`src/source/aib_avmm_defs.svh`:
```
`ifndef AIB_AVMM_DEFS_SVH
`define AIB_AVMM_DEFS_SVH

//////////////////////////////////////////////////
// configuration window, byte offsets within channel
//////////////////////////////////////////////////
`define AIB_BASE_BOT    11'h200       // inclusive
`define AIB_BASE_TOP    11'h400       // exclusive

// word index = offset[8:2]
`define CSR_ADDR_W      7

//////////////////////////////////////////////////
// register word indices
//////////////////////////////////////////////////
`define ADAPT_RX0_IDX   7'd0          // rx adapt ctrl 0
`define ADAPT_RX1_IDX   7'd1          // rx adapt ctrl 1
`define ADAPT_TX0_IDX   7'd2          // tx adapt ctrl 0
`define ADAPT_TX1_IDX   7'd3          // tx adapt ctrl 1
`define IFCTL_IDX       7'd8          // interface ctrl, bit 0 = inbox autoclear dis
`define RSTCTL_IDX      7'd9          // reset override
`define OUTBOX_IDX      7'd10         // outbound message
`define INBOX_IDX       7'd11         // inbound message, read only

`define ADAPT_RST_VAL   32'h0000_0000 // adapter bank reset value
`define AIBIO_RST_VAL   32'h0000_0000 // aibio bank reset value

`endif

```
`src/source/aib_avmm_pkg.sv`:
```
`include "aib_avmm_defs.svh"

package aib_avmm_pkg;

  // one word request from the front end to both banks
  typedef struct packed {
    logic                   write;    // write strobe
    logic                   read;     // read strobe
    logic [`CSR_ADDR_W-1:0] addr;     // word index
    logic [31:0]            wdata;
    logic [3:0]             byte_en;
  } csr_req_t;

  // per bank read response
  typedef struct packed {
    logic        valid;               // read seen, hit or not
    logic        hit;                 // index owned by this bank
    logic [31:0] data;                // zero on miss
  } csr_rsp_t;

  typedef struct packed {
    logic [31:0] rx_0;
    logic [31:0] rx_1;
    logic [31:0] tx_0;
    logic [31:0] tx_1;
  } adapt_cfg_t;

  typedef struct packed {
    logic [31:0] ifctl;               // interface ctrl
    logic [31:0] rstctl;              // reset override val/en pairs
    logic [31:0] outbox_msg;          // message to far side
    logic        inbox_autoclear_dis; // mirrors ifctl[0]
  } aibio_cfg_t;

  // byte enable merge of a write into a held word
  function automatic logic [31:0] be_merge(input logic [31:0] old_val,
                                           input logic [31:0] new_val,
                                           input logic [3:0]  be);
    logic [31:0] res;
    res = old_val;
    for (int i = 0; i < 4; i++) begin
      if (be[i]) res[8*i +: 8] = new_val[8*i +: 8]; // lane i
    end
    return res;
  endfunction

endpackage

```
`src/source/aib_avmm.sv`:
```
`timescale 1ns/1ps

module aib_avmm
  import aib_avmm_pkg::*;
(
  input  logic        cfg_avmm_clk,
  input  logic        rst_n,
  input  logic [5:0]  cfg_avmm_addr_id,
  input  logic        cfg_avmm_write,
  input  logic        cfg_avmm_read,
  input  logic [16:0] cfg_avmm_addr,
  input  logic [31:0] cfg_avmm_wdata,
  input  logic [3:0]  cfg_avmm_byte_en,
  output logic [31:0] cfg_avmm_rdata,
  output logic        cfg_avmm_rdatavld,
  output logic        cfg_avmm_waitreq,
  output adapt_cfg_t  adapt_cfg,        // rx/tx adapt words
  output aibio_cfg_t  aibio_cfg,        // if ctrl, rst override, outbox
  input  logic [31:0] inbox_msg,
  input  logic        inbox_load,
  output logic        outbox_send,
  output logic        inbox_new_msg
);

  csr_req_t csr_req;   // shared by both banks
  csr_rsp_t adapt_rsp;
  csr_rsp_t aibio_rsp;

  aib_avmm_rdl_intf rdl_intf (
    .cfg_avmm_clk     (cfg_avmm_clk),
    .rst_n            (rst_n),
    .cfg_avmm_addr_id (cfg_avmm_addr_id),
    .cfg_avmm_write   (cfg_avmm_write),
    .cfg_avmm_read    (cfg_avmm_read),
    .cfg_avmm_addr    (cfg_avmm_addr),
    .cfg_avmm_wdata   (cfg_avmm_wdata),
    .cfg_avmm_byte_en (cfg_avmm_byte_en),
    .cfg_avmm_waitreq (cfg_avmm_waitreq),
    .csr_req          (csr_req)
  );

  aib_avmm_adapt_csr adapt_csr (
    .cfg_avmm_clk (cfg_avmm_clk),
    .rst_n        (rst_n),
    .csr_req      (csr_req),
    .csr_rsp      (adapt_rsp),
    .adapt_cfg    (adapt_cfg)
  );

  aib_avmm_aibio_csr aibio_csr (
    .cfg_avmm_clk  (cfg_avmm_clk),
    .rst_n         (rst_n),
    .csr_req       (csr_req),
    .csr_rsp       (aibio_rsp),
    .inbox_msg     (inbox_msg),
    .inbox_load    (inbox_load),
    .aibio_cfg     (aibio_cfg),
    .outbox_send   (outbox_send),
    .inbox_new_msg (inbox_new_msg)
  );

  aib_avmm_rsp_merge rsp_merge (
    .cfg_avmm_clk      (cfg_avmm_clk),
    .rst_n             (rst_n),
    .adapt_rsp         (adapt_rsp),
    .aibio_rsp         (aibio_rsp),
    .cfg_avmm_rdata    (cfg_avmm_rdata),
    .cfg_avmm_rdatavld (cfg_avmm_rdatavld)
  );

endmodule

```
`src/source/aib_avmm_adapt_csr.sv`:
```
`timescale 1ns/1ps
`include "aib_avmm_defs.svh"

module aib_avmm_adapt_csr
  import aib_avmm_pkg::*;
(
  input  logic       cfg_avmm_clk,
  input  logic       rst_n,
  input  csr_req_t   csr_req,
  output csr_rsp_t   csr_rsp,
  output adapt_cfg_t adapt_cfg
);

  adapt_cfg_t  cfg_q;
  logic        hit;
  logic [31:0] rd_mux;
  logic        rsp_valid_q;
  logic        rsp_hit_q;
  logic [31:0] rsp_data_q;

  assign hit = (csr_req.addr <= `ADAPT_TX1_IDX); // rx0 is word 0

  //////////////////////////////////////////////////
  // write side
  //////////////////////////////////////////////////
  always_ff @(posedge cfg_avmm_clk or negedge rst_n) begin
    if (!rst_n) begin
      cfg_q <= '{rx_0: `ADAPT_RST_VAL, rx_1: `ADAPT_RST_VAL,
                 tx_0: `ADAPT_RST_VAL, tx_1: `ADAPT_RST_VAL};
    end else if (csr_req.write) begin
      case (csr_req.addr)
        `ADAPT_RX0_IDX: cfg_q.rx_0 <= be_merge(cfg_q.rx_0, csr_req.wdata, csr_req.byte_en);
        `ADAPT_RX1_IDX: cfg_q.rx_1 <= be_merge(cfg_q.rx_1, csr_req.wdata, csr_req.byte_en);
        `ADAPT_TX0_IDX: cfg_q.tx_0 <= be_merge(cfg_q.tx_0, csr_req.wdata, csr_req.byte_en);
        `ADAPT_TX1_IDX: cfg_q.tx_1 <= be_merge(cfg_q.tx_1, csr_req.wdata, csr_req.byte_en);
        default: ; // other bank or unmapped
      endcase
    end
  end

  //////////////////////////////////////////////////
  // read side
  //////////////////////////////////////////////////
  always_comb begin
    case (csr_req.addr)
      `ADAPT_RX0_IDX: rd_mux = cfg_q.rx_0;
      `ADAPT_RX1_IDX: rd_mux = cfg_q.rx_1;
      `ADAPT_TX0_IDX: rd_mux = cfg_q.tx_0;
      `ADAPT_TX1_IDX: rd_mux = cfg_q.tx_1;
      default:        rd_mux = '0; // miss reads as zero
    endcase
  end

  always_ff @(posedge cfg_avmm_clk or negedge rst_n) begin
    if (!rst_n) begin
      rsp_valid_q <= 1'b0;
      rsp_hit_q   <= 1'b0;
    end else begin
      rsp_valid_q <= csr_req.read;
      rsp_hit_q   <= csr_req.read & hit;
    end
  end

  always_ff @(posedge cfg_avmm_clk) begin
    if (csr_req.read) rsp_data_q <= rd_mux; // only sampled with valid
  end

  assign csr_rsp   = '{valid: rsp_valid_q, hit: rsp_hit_q, data: rsp_data_q};
  assign adapt_cfg = cfg_q;

endmodule

```
`src/source/aib_avmm_aibio_csr.sv`:
```
`timescale 1ns/1ps
`include "aib_avmm_defs.svh"

module aib_avmm_aibio_csr
  import aib_avmm_pkg::*;
(
  input  logic        cfg_avmm_clk,
  input  logic        rst_n,
  input  csr_req_t    csr_req,
  output csr_rsp_t    csr_rsp,
  input  logic [31:0] inbox_msg,      // from far side
  input  logic        inbox_load,     // capture strobe
  output aibio_cfg_t  aibio_cfg,
  output logic        outbox_send,    // one cycle per send
  output logic        inbox_new_msg
);

  logic [31:0] ifctl_q;
  logic [31:0] rstctl_q;
  logic [31:0] outbox_q;
  logic [31:0] inbox_q;
  logic        hit;
  logic        wr_outbox;
  logic        rd_inbox;
  logic [31:0] rd_mux;
  logic        rsp_valid_q;
  logic        rsp_hit_q;
  logic [31:0] rsp_data_q;

  assign hit = (csr_req.addr >= `IFCTL_IDX) && (csr_req.addr <= `INBOX_IDX);
  assign wr_outbox = csr_req.write && (csr_req.addr == `OUTBOX_IDX);
  assign rd_inbox  = csr_req.read && (csr_req.addr == `INBOX_IDX);

  //////////////////////////////////////////////////
  // writable words
  //////////////////////////////////////////////////
  always_ff @(posedge cfg_avmm_clk or negedge rst_n) begin
    if (!rst_n) begin
      ifctl_q  <= `AIBIO_RST_VAL;
      rstctl_q <= `AIBIO_RST_VAL;
      outbox_q <= `AIBIO_RST_VAL;
    end else if (csr_req.write) begin
      case (csr_req.addr)
        `IFCTL_IDX:  ifctl_q  <= be_merge(ifctl_q, csr_req.wdata, csr_req.byte_en);
        `RSTCTL_IDX: rstctl_q <= be_merge(rstctl_q, csr_req.wdata, csr_req.byte_en);
        `OUTBOX_IDX: outbox_q <= be_merge(outbox_q, csr_req.wdata, csr_req.byte_en);
        default: ; // inbox is read only
      endcase
    end
  end

  //////////////////////////////////////////////////
  // message strobes
  //////////////////////////////////////////////////
  always_ff @(posedge cfg_avmm_clk or negedge rst_n) begin
    if (!rst_n) begin
      outbox_send   <= 1'b0;
      inbox_q       <= `AIBIO_RST_VAL;
      inbox_new_msg <= 1'b0;
    end else begin
      outbox_send <= wr_outbox; // one pulse per outbox write
      if (inbox_load) begin
        inbox_q       <= inbox_msg;
        inbox_new_msg <= 1'b1; // load wins over clear
      end else if (rd_inbox && !ifctl_q[0]) begin
        inbox_new_msg <= 1'b0; // autoclear on read
      end
    end
  end

  //////////////////////////////////////////////////
  // read side
  //////////////////////////////////////////////////
  always_comb begin
    case (csr_req.addr)
      `IFCTL_IDX:  rd_mux = ifctl_q;
      `RSTCTL_IDX: rd_mux = rstctl_q;
      `OUTBOX_IDX: rd_mux = outbox_q;
      `INBOX_IDX:  rd_mux = inbox_q;
      default:     rd_mux = '0;
    endcase
  end

  always_ff @(posedge cfg_avmm_clk or negedge rst_n) begin
    if (!rst_n) begin
      rsp_valid_q <= 1'b0;
      rsp_hit_q   <= 1'b0;
    end else begin
      rsp_valid_q <= csr_req.read;
      rsp_hit_q   <= csr_req.read & hit;
    end
  end

  always_ff @(posedge cfg_avmm_clk) begin
    if (csr_req.read) rsp_data_q <= rd_mux;
  end

  assign csr_rsp   = '{valid: rsp_valid_q, hit: rsp_hit_q, data: rsp_data_q};
  assign aibio_cfg = '{ifctl: ifctl_q, rstctl: rstctl_q, outbox_msg: outbox_q,
                       inbox_autoclear_dis: ifctl_q[0]};

  // a send ends after one cycle unless another outbox write follows
  a_send_pulse: assert property (@(posedge cfg_avmm_clk) disable iff (!rst_n)
    outbox_send && !wr_outbox |=> !outbox_send);

endmodule

```
`src/source/aib_avmm_rdl_intf.sv`:
```
`timescale 1ns/1ps
`include "aib_avmm_defs.svh"

module aib_avmm_rdl_intf
  import aib_avmm_pkg::*;
(
  input  logic        cfg_avmm_clk,
  input  logic        rst_n,
  input  logic [5:0]  cfg_avmm_addr_id,   // this channel's id
  input  logic        cfg_avmm_write,
  input  logic        cfg_avmm_read,
  input  logic [16:0] cfg_avmm_addr,      // [16:11] id, [10:0] offset
  input  logic [31:0] cfg_avmm_wdata,
  input  logic [3:0]  cfg_avmm_byte_en,
  output logic        cfg_avmm_waitreq,
  output csr_req_t    csr_req
);

  logic [10:0]            offset;
  logic                   id_match;
  logic                   win_match;
  logic                   accept_wr;
  logic                   accept_rd;
  logic                   req_wr_q;
  logic                   req_rd_q;
  logic [`CSR_ADDR_W-1:0] req_addr_q;
  logic [31:0]            req_wdata_q;
  logic [3:0]             req_be_q;

  //////////////////////////////////////////////////
  // decode
  //////////////////////////////////////////////////
  assign offset    = cfg_avmm_addr[10:0];
  assign id_match  = (cfg_avmm_addr[16:11] == cfg_avmm_addr_id);
  assign win_match = (offset >= `AIB_BASE_BOT) && (offset < `AIB_BASE_TOP);

  // misses are dropped, no response
  assign accept_wr = cfg_avmm_write & ~cfg_avmm_waitreq & id_match & win_match;
  assign accept_rd = cfg_avmm_read & ~cfg_avmm_waitreq & id_match & win_match;

  // held through reset, released on first edge after
  always_ff @(posedge cfg_avmm_clk or negedge rst_n) begin
    if (!rst_n) cfg_avmm_waitreq <= 1'b1;
    else        cfg_avmm_waitreq <= 1'b0;
  end

  //////////////////////////////////////////////////
  // request register
  //////////////////////////////////////////////////
  always_ff @(posedge cfg_avmm_clk or negedge rst_n) begin
    if (!rst_n) begin
      req_wr_q <= 1'b0;
      req_rd_q <= 1'b0;
    end else begin
      req_wr_q <= accept_wr; // one cycle strobe
      req_rd_q <= accept_rd;
    end
  end

  always_ff @(posedge cfg_avmm_clk) begin
    if (accept_wr || accept_rd) begin
      req_addr_q  <= offset[`CSR_ADDR_W+1:2]; // byte -> word
      req_wdata_q <= cfg_avmm_wdata;
      req_be_q    <= cfg_avmm_byte_en;
    end
  end

  assign csr_req = '{write: req_wr_q, read: req_rd_q, addr: req_addr_q,
                     wdata: req_wdata_q, byte_en: req_be_q};

  // an accepted access turns into exactly one kind of request
  a_one_kind: assert property (@(posedge cfg_avmm_clk) disable iff (!rst_n)
    (accept_wr || accept_rd) |=> (csr_req.write ^ csr_req.read));

endmodule

```
`src/source/aib_avmm_rsp_merge.sv`:
```
`timescale 1ns/1ps

module aib_avmm_rsp_merge
  import aib_avmm_pkg::*;
(
  input  logic        cfg_avmm_clk,
  input  logic        rst_n,
  input  csr_rsp_t    adapt_rsp,
  input  csr_rsp_t    aibio_rsp,
  output logic [31:0] cfg_avmm_rdata,
  output logic        cfg_avmm_rdatavld
);

  logic        rsp_valid;
  logic [31:0] rsp_data;

  assign rsp_valid = adapt_rsp.valid | aibio_rsp.valid; // both see every read

  // zero for unmapped words in the window
  assign rsp_data = adapt_rsp.hit ? adapt_rsp.data :
                    aibio_rsp.hit ? aibio_rsp.data : 32'h0;

  always_ff @(posedge cfg_avmm_clk or negedge rst_n) begin
    if (!rst_n) begin
      cfg_avmm_rdatavld <= 1'b0;
      cfg_avmm_rdata    <= 32'h0;
    end else begin
      cfg_avmm_rdatavld <= rsp_valid;               // single cycle pulse
      if (rsp_valid) cfg_avmm_rdata <= rsp_data;    // hold between reads
    end
  end

  //////////////////////////////////////////////////
  // bank agreement
  //////////////////////////////////////////////////
  a_valid_agree: assert property (@(posedge cfg_avmm_clk) disable iff (!rst_n)
    adapt_rsp.valid == aibio_rsp.valid);

  a_one_hit: assert property (@(posedge cfg_avmm_clk) disable iff (!rst_n)
    !(adapt_rsp.hit && aibio_rsp.hit));

endmodule

```
`config.mk`:
```
export PLATFORM = sky130hd
export DESIGN_NAME = aib_avmm
export DESIGN_NICKNAME = d
export VERILOG_FILES = /design/src/source/aib_avmm_pkg.sv /design/src/source/aib_avmm.sv /design/src/source/aib_avmm_adapt_csr.sv /design/src/source/aib_avmm_aibio_csr.sv /design/src/source/aib_avmm_rdl_intf.sv /design/src/source/aib_avmm_rsp_merge.sv
export VERILOG_INCLUDE_DIRS = /design/src /design/src/source
export SDC_FILE = /design/constraint.sdc
export NUM_CORES = 1
export LEC_CHECK = 0
export BUFFER_PORTS_ARGS = -buffer_cell sky130_fd_sc_hd__buf_2
export CELL_PAD_IN_SITES_DETAIL_PLACEMENT = 0
export CELL_PAD_IN_SITES_GLOBAL_PLACEMENT = 1
export CORE_ASPECT_RATIO = 1.25
export CORE_MARGIN = 3
export CORE_UTILIZATION = 30
export CTS_CLUSTER_SIZE = 24
export DETAILED_ROUTE_END_ITERATION = 16
export HOLD_SLACK_MARGIN = 0.03
export PLACE_DENSITY_LB_ADDON = 0.1
export SLEW_MARGIN = 20
export SYNTH_ARGS = -nofsm -noshare
export SYNTH_HDL_FRONTEND = slang
export SYNTH_HIERARCHICAL = 1
export SYNTH_SLANG_ARGS = --single-unit
export TNS_END_PERCENT = 20
```
`constraint.sdc`:
```
create_clock -name cfg_avmm_clk -period 8.9 [get_ports cfg_avmm_clk]
set_input_delay 0.89 -clock cfg_avmm_clk [delete_from_list [all_inputs] [get_ports cfg_avmm_clk]]
set_output_delay 0.89 -clock cfg_avmm_clk [all_outputs]
set_load 0.05 [all_outputs]
```
==> metrics.txt <==
Synth top area share=between 40% and 50%; largest family of logic cells by synthesized area=multiplexers; worst-skew pair later-pin latency=570 ps; Area Growth Syn to Fin=23.7%; Synth area leader=dfrtp_1; run status=complete, no violations; Final Hold Fails=0; reg2reg end=adapt_csr/adapt_cfg[39]$_DFFE_PN0P_; final setup fails=0; max-slew violations=0; Synth async-reset ratio=between 70% and 80%; first drt pass iteration count=4; Die Wd=~220 um; Critical Path, Cell by Cell=buf_4 -> nor2b_1 -> nand3_2 -> mux2_2; Top FF cell, synth=dfrtp_1; final WL=between 50,000 and 60,000 um; post-synthesis cell count=about 1,100; fin nets=1,500; worst-margin pin slew=1000 ps; Ports=~360; Antenna Nets Post-Route=0; clk root buf=clkbuf_16; total CTS buffers=47; Starting Density=30.4%; via count=10,800; Post-Synth XOR/XNOR Area=0.201%; synthesized area per cell=about 16 um^2; vias in the first global route=11,500; H-tree levels=2; critical-path maximum fanout=28; core area=~57,000 um^2; CP max stage cell=nor2b_1; Compound-Gate Fraction of Synth Area=between 2 and 2.5%; drt drc=0; CP Class=reg -> reg; Leak=about 10 nW; Wirelength per Cell=25.7 um; top cells by area, synth=dfrtp_1 (43%), edfxtp_1 (18%), mux2_2 (16%); Post-Synth Adder-Cell Area=0%; height of the die=275 um; EDFF count, synth=about 110; crit path capture type=flop; grt total ovfl=0; CP peak stage delay=~800 ps; first-pass GRT wire length=82,500 um; WP data required=9350 ps; relative slew slack=33.1%; largest net degree at the start of global routing=156; cells on worst reg2reg path=4; gpl congestion=0.699; Clock Tree Buf Depth=3; Worst Hold Slack=approximately 320 ps; Max VDD drop=0.000130 V; TritonCTS sink count=405; Worst-path clk slew=60 ps; Mapped Nets=1,154; post_cts resized=0; period utilisation layout=a little under 30%; Post-DP Area=19,900 um^2; Cell Rows=98; fin crit period=2630 ps; die area=61,000 um^2; fraction of the mapped netlist area in simple logic gates=8.83%; PortBufs=approximately 350; FF-to-FF setup slack=6270 ps; Synth cell types=44; post-layout util=37.6%; Setup Skew=between 15 and 20 ps; Max Clk Rate=381 MHz; Via-to-Cell Ratio=4.90; initial antenna violation count=14; Synth Warn #=6; GRT Total Usage=18.3%; CTS tree=done; post-synthesis mux area share=24.8%; Seq/Total Area, Yosys=61.2%; Syn Std Cell Area=17,400 um^2; cell area after layout=21,600 um^2; Startpoint Class=flop; CTS Hold Bufs=0; max_cap viols=0; layout cells sized above 1=58.5%; Setup Fix Bufs, Post-CTS=0; critical path arrival=just over 3000 ps; unrepaired setup endpoints after global routing=false; hpwl dp=36,400 um; Seq cells post-synth=405; worst min path class=in -> async; 1st-iter DRT viols=589; most numerous cell in the Yosys netlist=dfrtp_1; setup TNS=0 ps; reg-to-reg startpoint=rdl_intf/req_addr_q[1]$_DFFE_PP_; pwr/cell area=~200 nW/um^2; leading cell types by count after synthesis=dfrtp_1 (297), mux2_2 (254), edfxtp_1 (107)
## cells in the final DEF (no fill, tap or decap), drive strengths merged, types with 3 or more instances in the layout
cell / instances
buf: 370
dfrtp: 297
mux2: 256
edfxtp: 107
clkbuf: 76
and3: 66
mux4: 64
nor3: 36
nand2: 35
nand3b: 32
a31oi: 32
nand4: 16
nand3: 14
diode: 8
clkinv: 7
nor2: 5
inv: 4
xnor2: 3
## flip-flops by register name (all words and copies together) (netlist names)
register,cells
rsp_merge/cfg_avmm_rdata,32
rdl_intf/cfg_avmm_waitreq,1
aibio_csr/rsp_hit_q,1
adapt_csr/rsp_valid_q,1
rdl_intf/req_addr_q,7
aibio_csr/rsp_valid_q,1
aibio_csr/outbox_q,32
adapt_csr/adapt_cfg,128
aibio_csr/inbox_new_msg,1
rdl_intf/req_rd_q,1
aibio_csr/outbox_send,1
aibio_csr/inbox_q,32
aibio_csr/rstctl_q,32
adapt_csr/rsp_data_q,32
aibio_csr/ifctl_q,32
rsp_merge/cfg_avmm_rdatavld,1
aibio_csr/rsp_data_q,32
adapt_csr/rsp_hit_q,1
rdl_intf/req_wdata_q,32
rdl_intf/req_be_q,4
rdl_intf/req_wr_q,1
## critical path: cells and delay by family (launching register included)
kind	cells	cell delay, ps
DFF	1	350
and+or+nand+nor	2	1290
muxes	1	400
buffers and inverters	1	450
## routing by layer
metal / GRT usage (%) / share of wire (%)
met1: 23.2 / 41
met2: 31.4 / 50
met3: 4.54 / 5.8
met4: 4.88 / 2.2
met5: 0 / 0.072
## per-stage QoR
stage	std cells	worst slack [ps]	power, W
after detailed placement	2105	5990	0.00225
after global routing	2193	6100	0.00439
final	2200	6270	0.00423
after floorplan	1058	4080	0.00214
after global placement	2105	5980	0.00225
after CTS	2192	5950	0.00430
## cells by family (layout without fill, tap and decap cells)
group | Yosys count | count (layout)
DFF | 405 | 405
muxes | 320 | 320
and+or+nand+nor | 216 | 216
buffers and inverters | 76 | 460
AOI/OAI and AO/OA | 36 | 36
xor gates and xnor gates | 4 | 4
other | 1 | 9
## area by class of cell
class                      count  area (um^2)
antenna                        8         20.0
sequential                   405        10700
timing repair buffer         370         1910
multi-input combinational    577         6350
clock buffer                  76         1520
fill                        5611        35800
inverter                       3         11.3
tap                          750          938
clock inverter                11          114
## worst max path at each step
stage | start | end | slack (ps)
6_report | rdl_intf/req_addr_q[1]$_DFFE_PP_ | adapt_csr/adapt_cfg[39]$_DFFE_PN0P_ | 6270
2_1_floorplan | cfg_avmm_addr_id[5] | rdl_intf/req_addr_q[0]$_DFFE_PP_ | 4080
4_1_cts | rdl_intf/req_wr_q$_DFF_PN0_ | adapt_csr/adapt_cfg[71]$_DFFE_PN0P_ | 5950
5_1_grt | rdl_intf/req_wr_q$_DFF_PN0_ | adapt_csr/adapt_cfg[71]$_DFFE_PN0P_ | 6100
3_5_place_dp | rdl_intf/req_wr_q$_DFF_PN0_ | adapt_csr/adapt_cfg[71]$_DFFE_PN0P_ | 5990
3_3_place_gp | rdl_intf/req_wr_q$_DFF_PN0_ | adapt_csr/adapt_cfg[71]$_DFFE_PN0P_ | 5980
## report_power, final
| part | internal (W) | switching (W) | total (W) |
|---|---|---|---|
| clock network | 0.00123 | 0.000795 | 0.00202 |
| registers | 0.00194 | 0.0000227 | 0.00197 |
| logic | 0.0000705 | 0.000171 | 0.000242 |
Note: power is estimated with default switching activity, not from simulation.
